## config.mk

```make
export PLATFORM = sky130hd
export DESIGN_NAME = fetch_top
export DESIGN_NICKNAME = d
export VERILOG_FILES = /design/src/hdl/fetch_pkg.sv /design/src/hdl/fetch_icache_if.sv /design/src/hdl/fetch_icache.sv /design/src/hdl/fetch_predecode.sv /design/src/hdl/fetch_control.sv /design/src/hdl/fetch_top.sv
export VERILOG_INCLUDE_DIRS = /design/src /design/src/include
export SDC_FILE = /design/constraint.sdc
export NUM_CORES = 1
export LEC_CHECK = 0
export BUFFER_PORTS_ARGS = -buffer_cell sky130_fd_sc_hd__buf_2
export CORE_MARGIN = 10
export CORE_UTILIZATION = 35
export CTS_BUF_LIST = sky130_fd_sc_hd__clkbuf_8
export CTS_CLUSTER_SIZE = 25
export DETAILED_ROUTE_END_ITERATION = 10
export GPL_ROUTABILITY_DRIVEN = 0
export HOLD_SLACK_MARGIN = 0.1
export PLACE_DENSITY = 0.48
export RECOVER_POWER = 100
export SYNTH_ARGS = -nofsm -noshare
export SYNTH_HDL_FRONTEND = slang
export SYNTH_HIERARCHICAL = 1
export SYNTH_SLANG_ARGS = --single-unit
```

## constraint.sdc

```tcl
create_clock -name i_clock -period 8.8 [get_ports i_clock]
set_input_delay 1.76 -clock i_clock [delete_from_list [all_inputs] [get_ports i_clock]]
set_output_delay 1.76 -clock i_clock [all_outputs]
set_load 0.005 [all_outputs]
```

## src/include/fetch_consts.svh

```systemverilog
`ifndef FETCH_CONSTS_SVH
`define FETCH_CONSTS_SVH

// Address of the first fetch after reset
`define FETCH_RESET_VECTOR 32'h0000_0100

// Direct-mapped cache depth, must be a power of two
`define FETCH_ICACHE_LINES 16

// Word width of pc, bus and instruction
`define FETCH_XLEN 32

// Running tag attached to each record sent to decode
`define FETCH_TAG_WIDTH 8

`endif

```

## src/hdl/fetch_pkg.sv

```systemverilog
`include "fetch_consts.svh"

package fetch_pkg;

	// Major opcode groups seen by the predecoder
	typedef enum logic [3:0] {
		OC_LUI,
		OC_AUIPC,
		OC_JAL,
		OC_JALR,
		OC_BRANCH,
		OC_LOAD,
		OC_STORE,
		OC_OP_IMM,
		OC_OP,
		OC_SYSTEM,
		OC_LOAD_FP,
		OC_STORE_FP,
		OC_OP_FP,
		OC_FMADD,
		OC_OTHER
	} opcode_class_t;

	// Fetch controller FSM
	typedef enum logic [1:0] {
		FS_REQUEST,
		FS_WAIT_CACHE,
		FS_WAIT_JUMP
	} fetch_state_t;

	// Record handed to decode
	// Register fields are {bank, index}, bank set for float registers
	typedef struct packed {
		logic [`FETCH_TAG_WIDTH-1:0] tag;
		logic [`FETCH_XLEN-1:0] pc;
		logic [`FETCH_XLEN-1:0] instruction;
		logic [5:0] rs1;
		logic [5:0] rs2;
		logic [5:0] rs3;
		logic [5:0] rd;
	} fetch_data_t;

endpackage

```

## src/hdl/fetch_icache_if.sv

```systemverilog
`include "fetch_consts.svh"

interface fetch_icache_if;

	// Request side, one outstanding at a time
	logic req_valid;
	logic [`FETCH_XLEN-1:0] req_pc;
	logic req_ready;

	// Response side, single pulse per accepted request
	logic resp_valid;
	logic [`FETCH_XLEN-1:0] resp_rdata;

	modport ctrl (
		output req_valid,
		output req_pc,
		input req_ready,
		input resp_valid,
		input resp_rdata
	);

	modport cache (
		input req_valid,
		input req_pc,
		output req_ready,
		output resp_valid,
		output resp_rdata
	);

endinterface

```

## src/hdl/fetch_icache.sv

```systemverilog
`include "fetch_consts.svh"

module fetch_icache (
	input logic i_clock,
	input logic i_reset,

	fetch_icache_if.cache icache,

	output logic o_bus_request,
	output logic [`FETCH_XLEN-1:0] o_bus_address,
	input logic i_bus_ready,
	input logic [`FETCH_XLEN-1:0] i_bus_rdata
);

	localparam int INDEX_BITS = $clog2(`FETCH_ICACHE_LINES);
	localparam int TAG_BITS = `FETCH_XLEN - INDEX_BITS - 2;

	typedef enum logic [1:0] {
		CS_IDLE,
		CS_REFILL,
		CS_RESPOND
	} cache_state_t;

	cache_state_t state;

	logic [`FETCH_ICACHE_LINES-1:0] line_valid;
	logic [TAG_BITS-1:0] line_tag [`FETCH_ICACHE_LINES];
	logic [`FETCH_XLEN-1:0] line_data [`FETCH_ICACHE_LINES];

	logic [`FETCH_XLEN-1:0] refill_address;
	logic [`FETCH_XLEN-1:0] rdata;

	logic [INDEX_BITS-1:0] req_index;
	logic [TAG_BITS-1:0] req_tag;
	logic [INDEX_BITS-1:0] refill_index;
	logic [TAG_BITS-1:0] refill_tag;
	logic req_accept;
	logic req_hit;

	// Word address split, byte offset bits are dropped
	assign req_index = icache.req_pc[2 +: INDEX_BITS];
	assign req_tag = icache.req_pc[`FETCH_XLEN-1 -: TAG_BITS];
	assign refill_index = refill_address[2 +: INDEX_BITS];
	assign refill_tag = refill_address[`FETCH_XLEN-1 -: TAG_BITS];

	assign req_accept = icache.req_valid && icache.req_ready;
	assign req_hit = line_valid[req_index] && (line_tag[req_index] == req_tag);

	assign icache.req_ready = (state == CS_IDLE);
	assign icache.resp_valid = (state == CS_RESPOND);
	assign icache.resp_rdata = rdata;

	// Address register holds steady for the whole bus read
	assign o_bus_request = (state == CS_REFILL);
	assign o_bus_address = refill_address;

	always_ff @(posedge i_clock) begin
		if (i_reset) begin
			state <= CS_IDLE;
			line_valid <= '0;
		end
		else begin
			case (state)
				CS_IDLE: begin
					if (req_accept) begin
						if (req_hit)
							state <= CS_RESPOND;
						else
							state <= CS_REFILL;
					end
				end

				CS_REFILL: begin
					if (i_bus_ready) begin
						line_valid[refill_index] <= 1'b1;
						state <= CS_RESPOND;
					end
				end

				// Single-cycle response pulse
				CS_RESPOND:
					state <= CS_IDLE;

				default:
					state <= CS_IDLE;
			endcase
		end
	end

	// Line storage and response word
	always_ff @(posedge i_clock) begin
		if (state == CS_IDLE && req_accept) begin
			refill_address <= icache.req_pc;
			rdata <= line_data[req_index];
		end
		if (state == CS_REFILL && i_bus_ready) begin
			line_tag[refill_index] <= refill_tag;
			line_data[refill_index] <= i_bus_rdata;
			rdata <= i_bus_rdata;
		end
	end

endmodule

```

## src/hdl/fetch_predecode.sv

```systemverilog
module fetch_predecode (
	input logic [31:0] i_instruction,

	output fetch_pkg::opcode_class_t o_class,
	output logic [5:0] o_rs1,
	output logic [5:0] o_rs2,
	output logic [5:0] o_rs3,
	output logic [5:0] o_rd,
	output logic o_control_transfer
);

	logic [6:0] opcode;
	logic [2:0] funct3;

	logic have_rs1;
	logic have_rs2;
	logic have_rs3;
	logic have_rd;

	logic bank_rs1;
	logic bank_rs2;
	logic bank_rd;

	assign opcode = i_instruction[6:0];
	assign funct3 = i_instruction[14:12];

	always_comb begin
		case (opcode)
			7'b0110111: o_class = fetch_pkg::OC_LUI;
			7'b0010111: o_class = fetch_pkg::OC_AUIPC;
			7'b1101111: o_class = fetch_pkg::OC_JAL;
			7'b1100111: o_class = fetch_pkg::OC_JALR;
			7'b1100011: o_class = fetch_pkg::OC_BRANCH;
			7'b0000011: o_class = fetch_pkg::OC_LOAD;
			7'b0100011: o_class = fetch_pkg::OC_STORE;
			7'b0010011: o_class = fetch_pkg::OC_OP_IMM;
			7'b0110011: o_class = fetch_pkg::OC_OP;
			7'b1110011: o_class = fetch_pkg::OC_SYSTEM;
			7'b0000111: o_class = fetch_pkg::OC_LOAD_FP;
			7'b0100111: o_class = fetch_pkg::OC_STORE_FP;
			7'b1010011: o_class = fetch_pkg::OC_OP_FP;
			// fmadd, fmsub, fnmsub, fnmadd
			7'b1000011, 7'b1000111, 7'b1001011, 7'b1001111: o_class = fetch_pkg::OC_FMADD;
			default: o_class = fetch_pkg::OC_OTHER;
		endcase
	end

	// Register usage follows the encoding format of each class
	always_comb begin
		have_rs1 = 1'b0;
		have_rs2 = 1'b0;
		have_rs3 = 1'b0;
		have_rd = 1'b0;
		case (o_class)
			fetch_pkg::OC_LUI, fetch_pkg::OC_AUIPC, fetch_pkg::OC_JAL:
				have_rd = 1'b1;
			fetch_pkg::OC_JALR, fetch_pkg::OC_LOAD, fetch_pkg::OC_OP_IMM,
			fetch_pkg::OC_LOAD_FP, fetch_pkg::OC_SYSTEM: begin
				have_rs1 = 1'b1;
				have_rd = 1'b1;
			end
			fetch_pkg::OC_BRANCH, fetch_pkg::OC_STORE, fetch_pkg::OC_STORE_FP: begin
				have_rs1 = 1'b1;
				have_rs2 = 1'b1;
			end
			fetch_pkg::OC_OP, fetch_pkg::OC_OP_FP: begin
				have_rs1 = 1'b1;
				have_rs2 = 1'b1;
				have_rd = 1'b1;
			end
			fetch_pkg::OC_FMADD: begin
				have_rs1 = 1'b1;
				have_rs2 = 1'b1;
				have_rs3 = 1'b1;
				have_rd = 1'b1;
			end
			default: ;
		endcase
	end

	// Float bank selection, every OP-FP counts as float-to-float
	assign bank_rd = (o_class == fetch_pkg::OC_LOAD_FP) || (o_class == fetch_pkg::OC_OP_FP)
		|| (o_class == fetch_pkg::OC_FMADD);
	assign bank_rs1 = (o_class == fetch_pkg::OC_OP_FP) || (o_class == fetch_pkg::OC_FMADD);
	assign bank_rs2 = (o_class == fetch_pkg::OC_STORE_FP) || (o_class == fetch_pkg::OC_OP_FP)
		|| (o_class == fetch_pkg::OC_FMADD);

	assign o_rs1 = have_rs1 ? {bank_rs1, i_instruction[19:15]} : 6'd0;
	assign o_rs2 = have_rs2 ? {bank_rs2, i_instruction[24:20]} : 6'd0;
	assign o_rs3 = have_rs3 ? {1'b1, i_instruction[31:27]} : 6'd0;
	assign o_rd = have_rd ? {bank_rd, i_instruction[11:7]} : 6'd0;

	// ecall, mret and wfi all sit under funct3 zero
	assign o_control_transfer = (o_class == fetch_pkg::OC_JAL) || (o_class == fetch_pkg::OC_JALR)
		|| (o_class == fetch_pkg::OC_BRANCH)
		|| (o_class == fetch_pkg::OC_SYSTEM && funct3 == 3'b000);

endmodule

```

## src/hdl/fetch_control.sv

```systemverilog
`include "fetch_consts.svh"

module fetch_control (
	input logic i_clock,
	input logic i_reset,

	fetch_icache_if.ctrl icache,

	input logic [5:0] i_rs1,
	input logic [5:0] i_rs2,
	input logic [5:0] i_rs3,
	input logic [5:0] i_rd,
	input logic i_control_transfer,

	input logic i_jump,
	input logic [`FETCH_XLEN-1:0] i_jump_pc,

	input logic i_irq_pending,
	input logic [`FETCH_XLEN-1:0] i_irq_pc,
	output logic o_irq_dispatched,
	output logic [`FETCH_XLEN-1:0] o_irq_epc,

	output logic o_valid,
	output fetch_pkg::fetch_data_t o_data,
	input logic i_decode_ready
);

	fetch_pkg::fetch_state_t state;
	logic [`FETCH_XLEN-1:0] pc;
	logic [`FETCH_TAG_WIDTH-1:0] tag_count;
	logic drop_pending;

	logic out_free;
	logic irq_take;
	logic resp_keep;

	// Output register empty now or emptied this cycle
	assign out_free = !o_valid || i_decode_ready;

	// Source still holds the level during the dispatch pulse
	assign irq_take = i_irq_pending && !o_irq_dispatched
		&& (state != fetch_pkg::FS_WAIT_JUMP);

	assign resp_keep = icache.resp_valid && (state == fetch_pkg::FS_WAIT_CACHE) && !irq_take;

	assign icache.req_valid = (state == fetch_pkg::FS_REQUEST) && out_free && !drop_pending
		&& !irq_take;
	assign icache.req_pc = pc;

	always_ff @(posedge i_clock) begin
		if (i_reset) begin
			state <= fetch_pkg::FS_REQUEST;
			pc <= `FETCH_RESET_VECTOR;
			tag_count <= '0;
			o_valid <= 1'b0;
			o_irq_dispatched <= 1'b0;
		end
		else begin
			o_irq_dispatched <= irq_take;

			if (irq_take) begin
				pc <= i_irq_pc;
				state <= fetch_pkg::FS_REQUEST;
			end
			else begin
				case (state)
					fetch_pkg::FS_REQUEST: begin
						if (icache.req_valid && icache.req_ready)
							state <= fetch_pkg::FS_WAIT_CACHE;
					end

					fetch_pkg::FS_WAIT_CACHE: begin
						if (icache.resp_valid) begin
							// Park on the same pc until later stages redirect
							if (i_control_transfer) begin
								state <= fetch_pkg::FS_WAIT_JUMP;
							end
							else begin
								pc <= pc + `FETCH_XLEN'd4;
								state <= fetch_pkg::FS_REQUEST;
							end
						end
					end

					fetch_pkg::FS_WAIT_JUMP: begin
						if (i_jump) begin
							pc <= i_jump_pc;
							state <= fetch_pkg::FS_REQUEST;
						end
					end

					default:
						state <= fetch_pkg::FS_REQUEST;
				endcase
			end

			if (resp_keep) begin
				o_valid <= 1'b1;
				tag_count <= tag_count + 1'b1;
			end
			else if (i_decode_ready) begin
				o_valid <= 1'b0;
			end
		end
	end

	// Response still in the cache when the interrupt hit
	always_ff @(posedge i_clock) begin
		if (i_reset)
			drop_pending <= 1'b0;
		else if (icache.resp_valid)
			drop_pending <= 1'b0;
		else if (irq_take && state == fetch_pkg::FS_WAIT_CACHE)
			drop_pending <= 1'b1;
	end

	always_ff @(posedge i_clock) begin
		if (irq_take)
			o_irq_epc <= pc;
		if (resp_keep) begin
			o_data.tag <= tag_count + 1'b1;
			o_data.pc <= pc;
			o_data.instruction <= icache.resp_rdata;
			o_data.rs1 <= i_rs1;
			o_data.rs2 <= i_rs2;
			o_data.rs3 <= i_rs3;
			o_data.rd <= i_rd;
		end
	end

endmodule

```

## src/hdl/fetch_top.sv

```systemverilog
`include "fetch_consts.svh"

module fetch_top (
	input logic i_clock,
	input logic i_reset,

	input logic i_jump,
	input logic [`FETCH_XLEN-1:0] i_jump_pc,

	input logic i_irq_pending,
	input logic [`FETCH_XLEN-1:0] i_irq_pc,
	output logic o_irq_dispatched,
	output logic [`FETCH_XLEN-1:0] o_irq_epc,

	output logic o_bus_request,
	output logic [`FETCH_XLEN-1:0] o_bus_address,
	input logic i_bus_ready,
	input logic [`FETCH_XLEN-1:0] i_bus_rdata,

	output logic o_valid,
	output fetch_pkg::fetch_data_t o_data,
	input logic i_decode_ready
);

	fetch_icache_if icache_bus();

	logic [5:0] predecode_rs1;
	logic [5:0] predecode_rs2;
	logic [5:0] predecode_rs3;
	logic [5:0] predecode_rd;
	logic predecode_control_transfer;

	fetch_icache icache_i (
		.i_clock(i_clock),
		.i_reset(i_reset),
		.icache(icache_bus.cache),
		.o_bus_request(o_bus_request),
		.o_bus_address(o_bus_address),
		.i_bus_ready(i_bus_ready),
		.i_bus_rdata(i_bus_rdata)
	);

	// Register indices come straight off the cache response word
	fetch_predecode predecode_i (
		.i_instruction(icache_bus.resp_rdata),
		.o_class(),
		.o_rs1(predecode_rs1),
		.o_rs2(predecode_rs2),
		.o_rs3(predecode_rs3),
		.o_rd(predecode_rd),
		.o_control_transfer(predecode_control_transfer)
	);

	fetch_control control_i (
		.i_clock(i_clock),
		.i_reset(i_reset),
		.icache(icache_bus.ctrl),
		.i_rs1(predecode_rs1),
		.i_rs2(predecode_rs2),
		.i_rs3(predecode_rs3),
		.i_rd(predecode_rd),
		.i_control_transfer(predecode_control_transfer),
		.i_jump(i_jump),
		.i_jump_pc(i_jump_pc),
		.i_irq_pending(i_irq_pending),
		.i_irq_pc(i_irq_pc),
		.o_irq_dispatched(o_irq_dispatched),
		.o_irq_epc(o_irq_epc),
		.o_valid(o_valid),
		.o_data(o_data),
		.i_decode_ready(i_decode_ready)
	);

endmodule

```

==> results.json <==
{
  "outcome": "finished with violations",
  "violations": "max-capacitance violations, max-slew violations",
  "ys_warn_count": 6,
  "whs_ns": 0.419,
  "htreeDepth": 4,
  "busiest_layer": "met2",
  "routedWlPerCell_um": 27.3,
  "die_x_um": 382,
  "first_iter_violations": 2237,
  "use_met3_pct": 4.25,
  "grt_pass1_wl_mm": 182,
  "gr-usage-met2_pct": 26.8,
  "port_buffers": 264,
  "ir_worst_vdd_mv": 0.163,
  "p_total_mw": 11.8,
  "synth_area_sq_mm": 0.0459,
  "cts_buffers": 196,
  "drive_gt1_share_pct": 22.9,
  "stdcell_area_sq_mm": 0.0526,
  "dp_slack_ns": 3.91,
  "cts_tree": "built",
  "crit_type": "input pin to flip-flop",
  "grt_pass1_vias": 25500,
  "tightest_slew_ns": 4.33,
  "cpPeakStageDelay_ns": 3.11,
  "start_util_pct": 35.3,
  "area_growth_pct": 14.6,
  "finalSetupTns_ns": 0,
  "syn_area_per_cell_sq_um": 20.1,
  "route.antenna.remaining_nets": 0,
  "ioPinCount": 265,
  "post-dp-hpwl_mm": 72.4,
  "powerDensity_mw_per_mm2": 225,
  "dieHeight_um": 382,
  "grt_max_degree": 112,
  "period_needed_ns": 6.53,
  "leakagePower_nw": 16.4,
  "dpl-instance-area_sq_mm": 0.0495,
  "fin_nets": 2796,
  "required_ns": 9.18,
  "grt_use_met1_pct": 23.1,
  "rsz0062_at_grt": "false",
  "crit_path_end_kind": "flip-flop",
  "worstPathMaxFanout": 45,
  "die_area_sq_mm": 0.146,
  "overflow": 0,
  "max_freq_mhz": 153,
  "period_share_pct": 74.2,
  "cp.arrival_ns": 6.92,
  "clk_path_buf_depth": 3,
  "synth_cells": 2287,
  "cts_resized": 0,
  "clock_latency_ns": 0.92,
  "setup_viol": 0,
  "setup_ws_ns": 2.27,
  "dpl.cell_count": 4236,
  "syn_nets": 2391,
  "ctsRootBufferMaster": "clkbuf_8",
  "antenna_found_initial": 4,
  "drt_wl_total_mm": 125,
  "cts.clk_slew.worst_paths_ns": 0.06,
  "fin_cells": 4597,
  "cts_sinks": 1183,
  "hp-class": "flip-flop to flip-flop",
  "route.detailed.drc": 0,
  "first_pass_iters": 6,
  "num_vias": 24100,
  "fin_util_pct": 40.5,
  "cap_violations": 32,
  "cts_hold_buf": 0,
  "final-hold-violation-count": 0,
  "startpoint_type": "input pin",
  "crit_top_cell": "clkbuf_1",
  "core-area_sq_mm": 0.130,
  "route.detailed.vias_per_inst": 5.24,
  "path_cells": "clkbuf_1 > nand4_1 > nor2_1 > clkbuf_1",
  "maxSlewViolCount": 968,
  "finClkSkew_ns": 0.0769,
  "grt_usage_pct": 16.9,
  "num_rows": 132,
  "post_cts_buffers": 0,
  "cp_slowest_cell": "clkbuf_1",
  "maxSlewHeadroom_pct": -189
}
## cell type report
cell class	count	area, sq um
inverters	22	85.1
clock inverters	151	790
flip-flops and latches	1183	34900
multi-input cells	969	10400
clock buffers	206	2840
repair buffers	320	1410
well taps	1742	2180
fillers	11700	77300
diodes	4	10.0
## flip-flops by register name (all words and copies together), names as in the netlist
signal / count
icache_i/line_valid: 16
control_i/o_data: 96
control_i/icache.req_pc: 32
control_i/tag_count: 8
icache_i/line_tag: 416
icache_i/state: 2
control_i/state: 2
control_i/drop_pending: 1
icache_i/line_data: 512
control_i/o_irq_dispatched: 1
control_i/o_valid: 1
control_i/o_irq_epc: 32
icache_i/icache.resp_rdata: 32
icache_i/o_bus_address: 32
## path summary, 6_finish.rpt
kind                                  start                    endpoint  slack (ns)  depth (start not counted)
max                             i_bus_ready  icache_i/line_data[15][22]        2.27                          4
min          icache_i/icache.resp_rdata[26]        control_i/o_data[50]        0.42                          0
max reg2reg               icache_i/state[0]  icache_i/line_data[15][22]        2.59                          4
min reg2reg  icache_i/icache.resp_rdata[26]        control_i/o_data[50]        0.42                          0
## power by group
| group | internal, mW | leakage, nW | switching, mW | total [mW] |
|---|---|---|---|---|
| logic | 0.332 | 3.59 | 0.465 | 0.798 |
| clock network | 2.27 | 2.11 | 2.22 | 4.48 |
| registers | 6.35 | 10.7 | 0.193 | 6.55 |
## layout by cell type, fill, tap and decap left out, drive strengths merged, types with 21 or more instances in the layout
cell / instances
o21ai: 38
dfxtp: 63
buf: 97
nand2: 63
a21oi: 45
nand3: 37
mux2: 53
clkinv: 64
mux4: 245
mux2i: 59
inv: 101
and2: 21
nor2: 107
clkbuf: 429
nor3: 21
edfxtp: 1120
## per-layer routing
metal,vias to the layer above,routed length [um]
li1,10300,-
met1,12800,56300
met2,816,58800
met3,175,8040
met4,2,2230
met5,-,12
## critical path, delay by kind of cell
family | cells | cell delay (ns)
and+or+nand+nor | 2 | 1.73
buffers and inverters | 2 | 3.35
No activity file was read; power rests on OpenSTA's default activity.
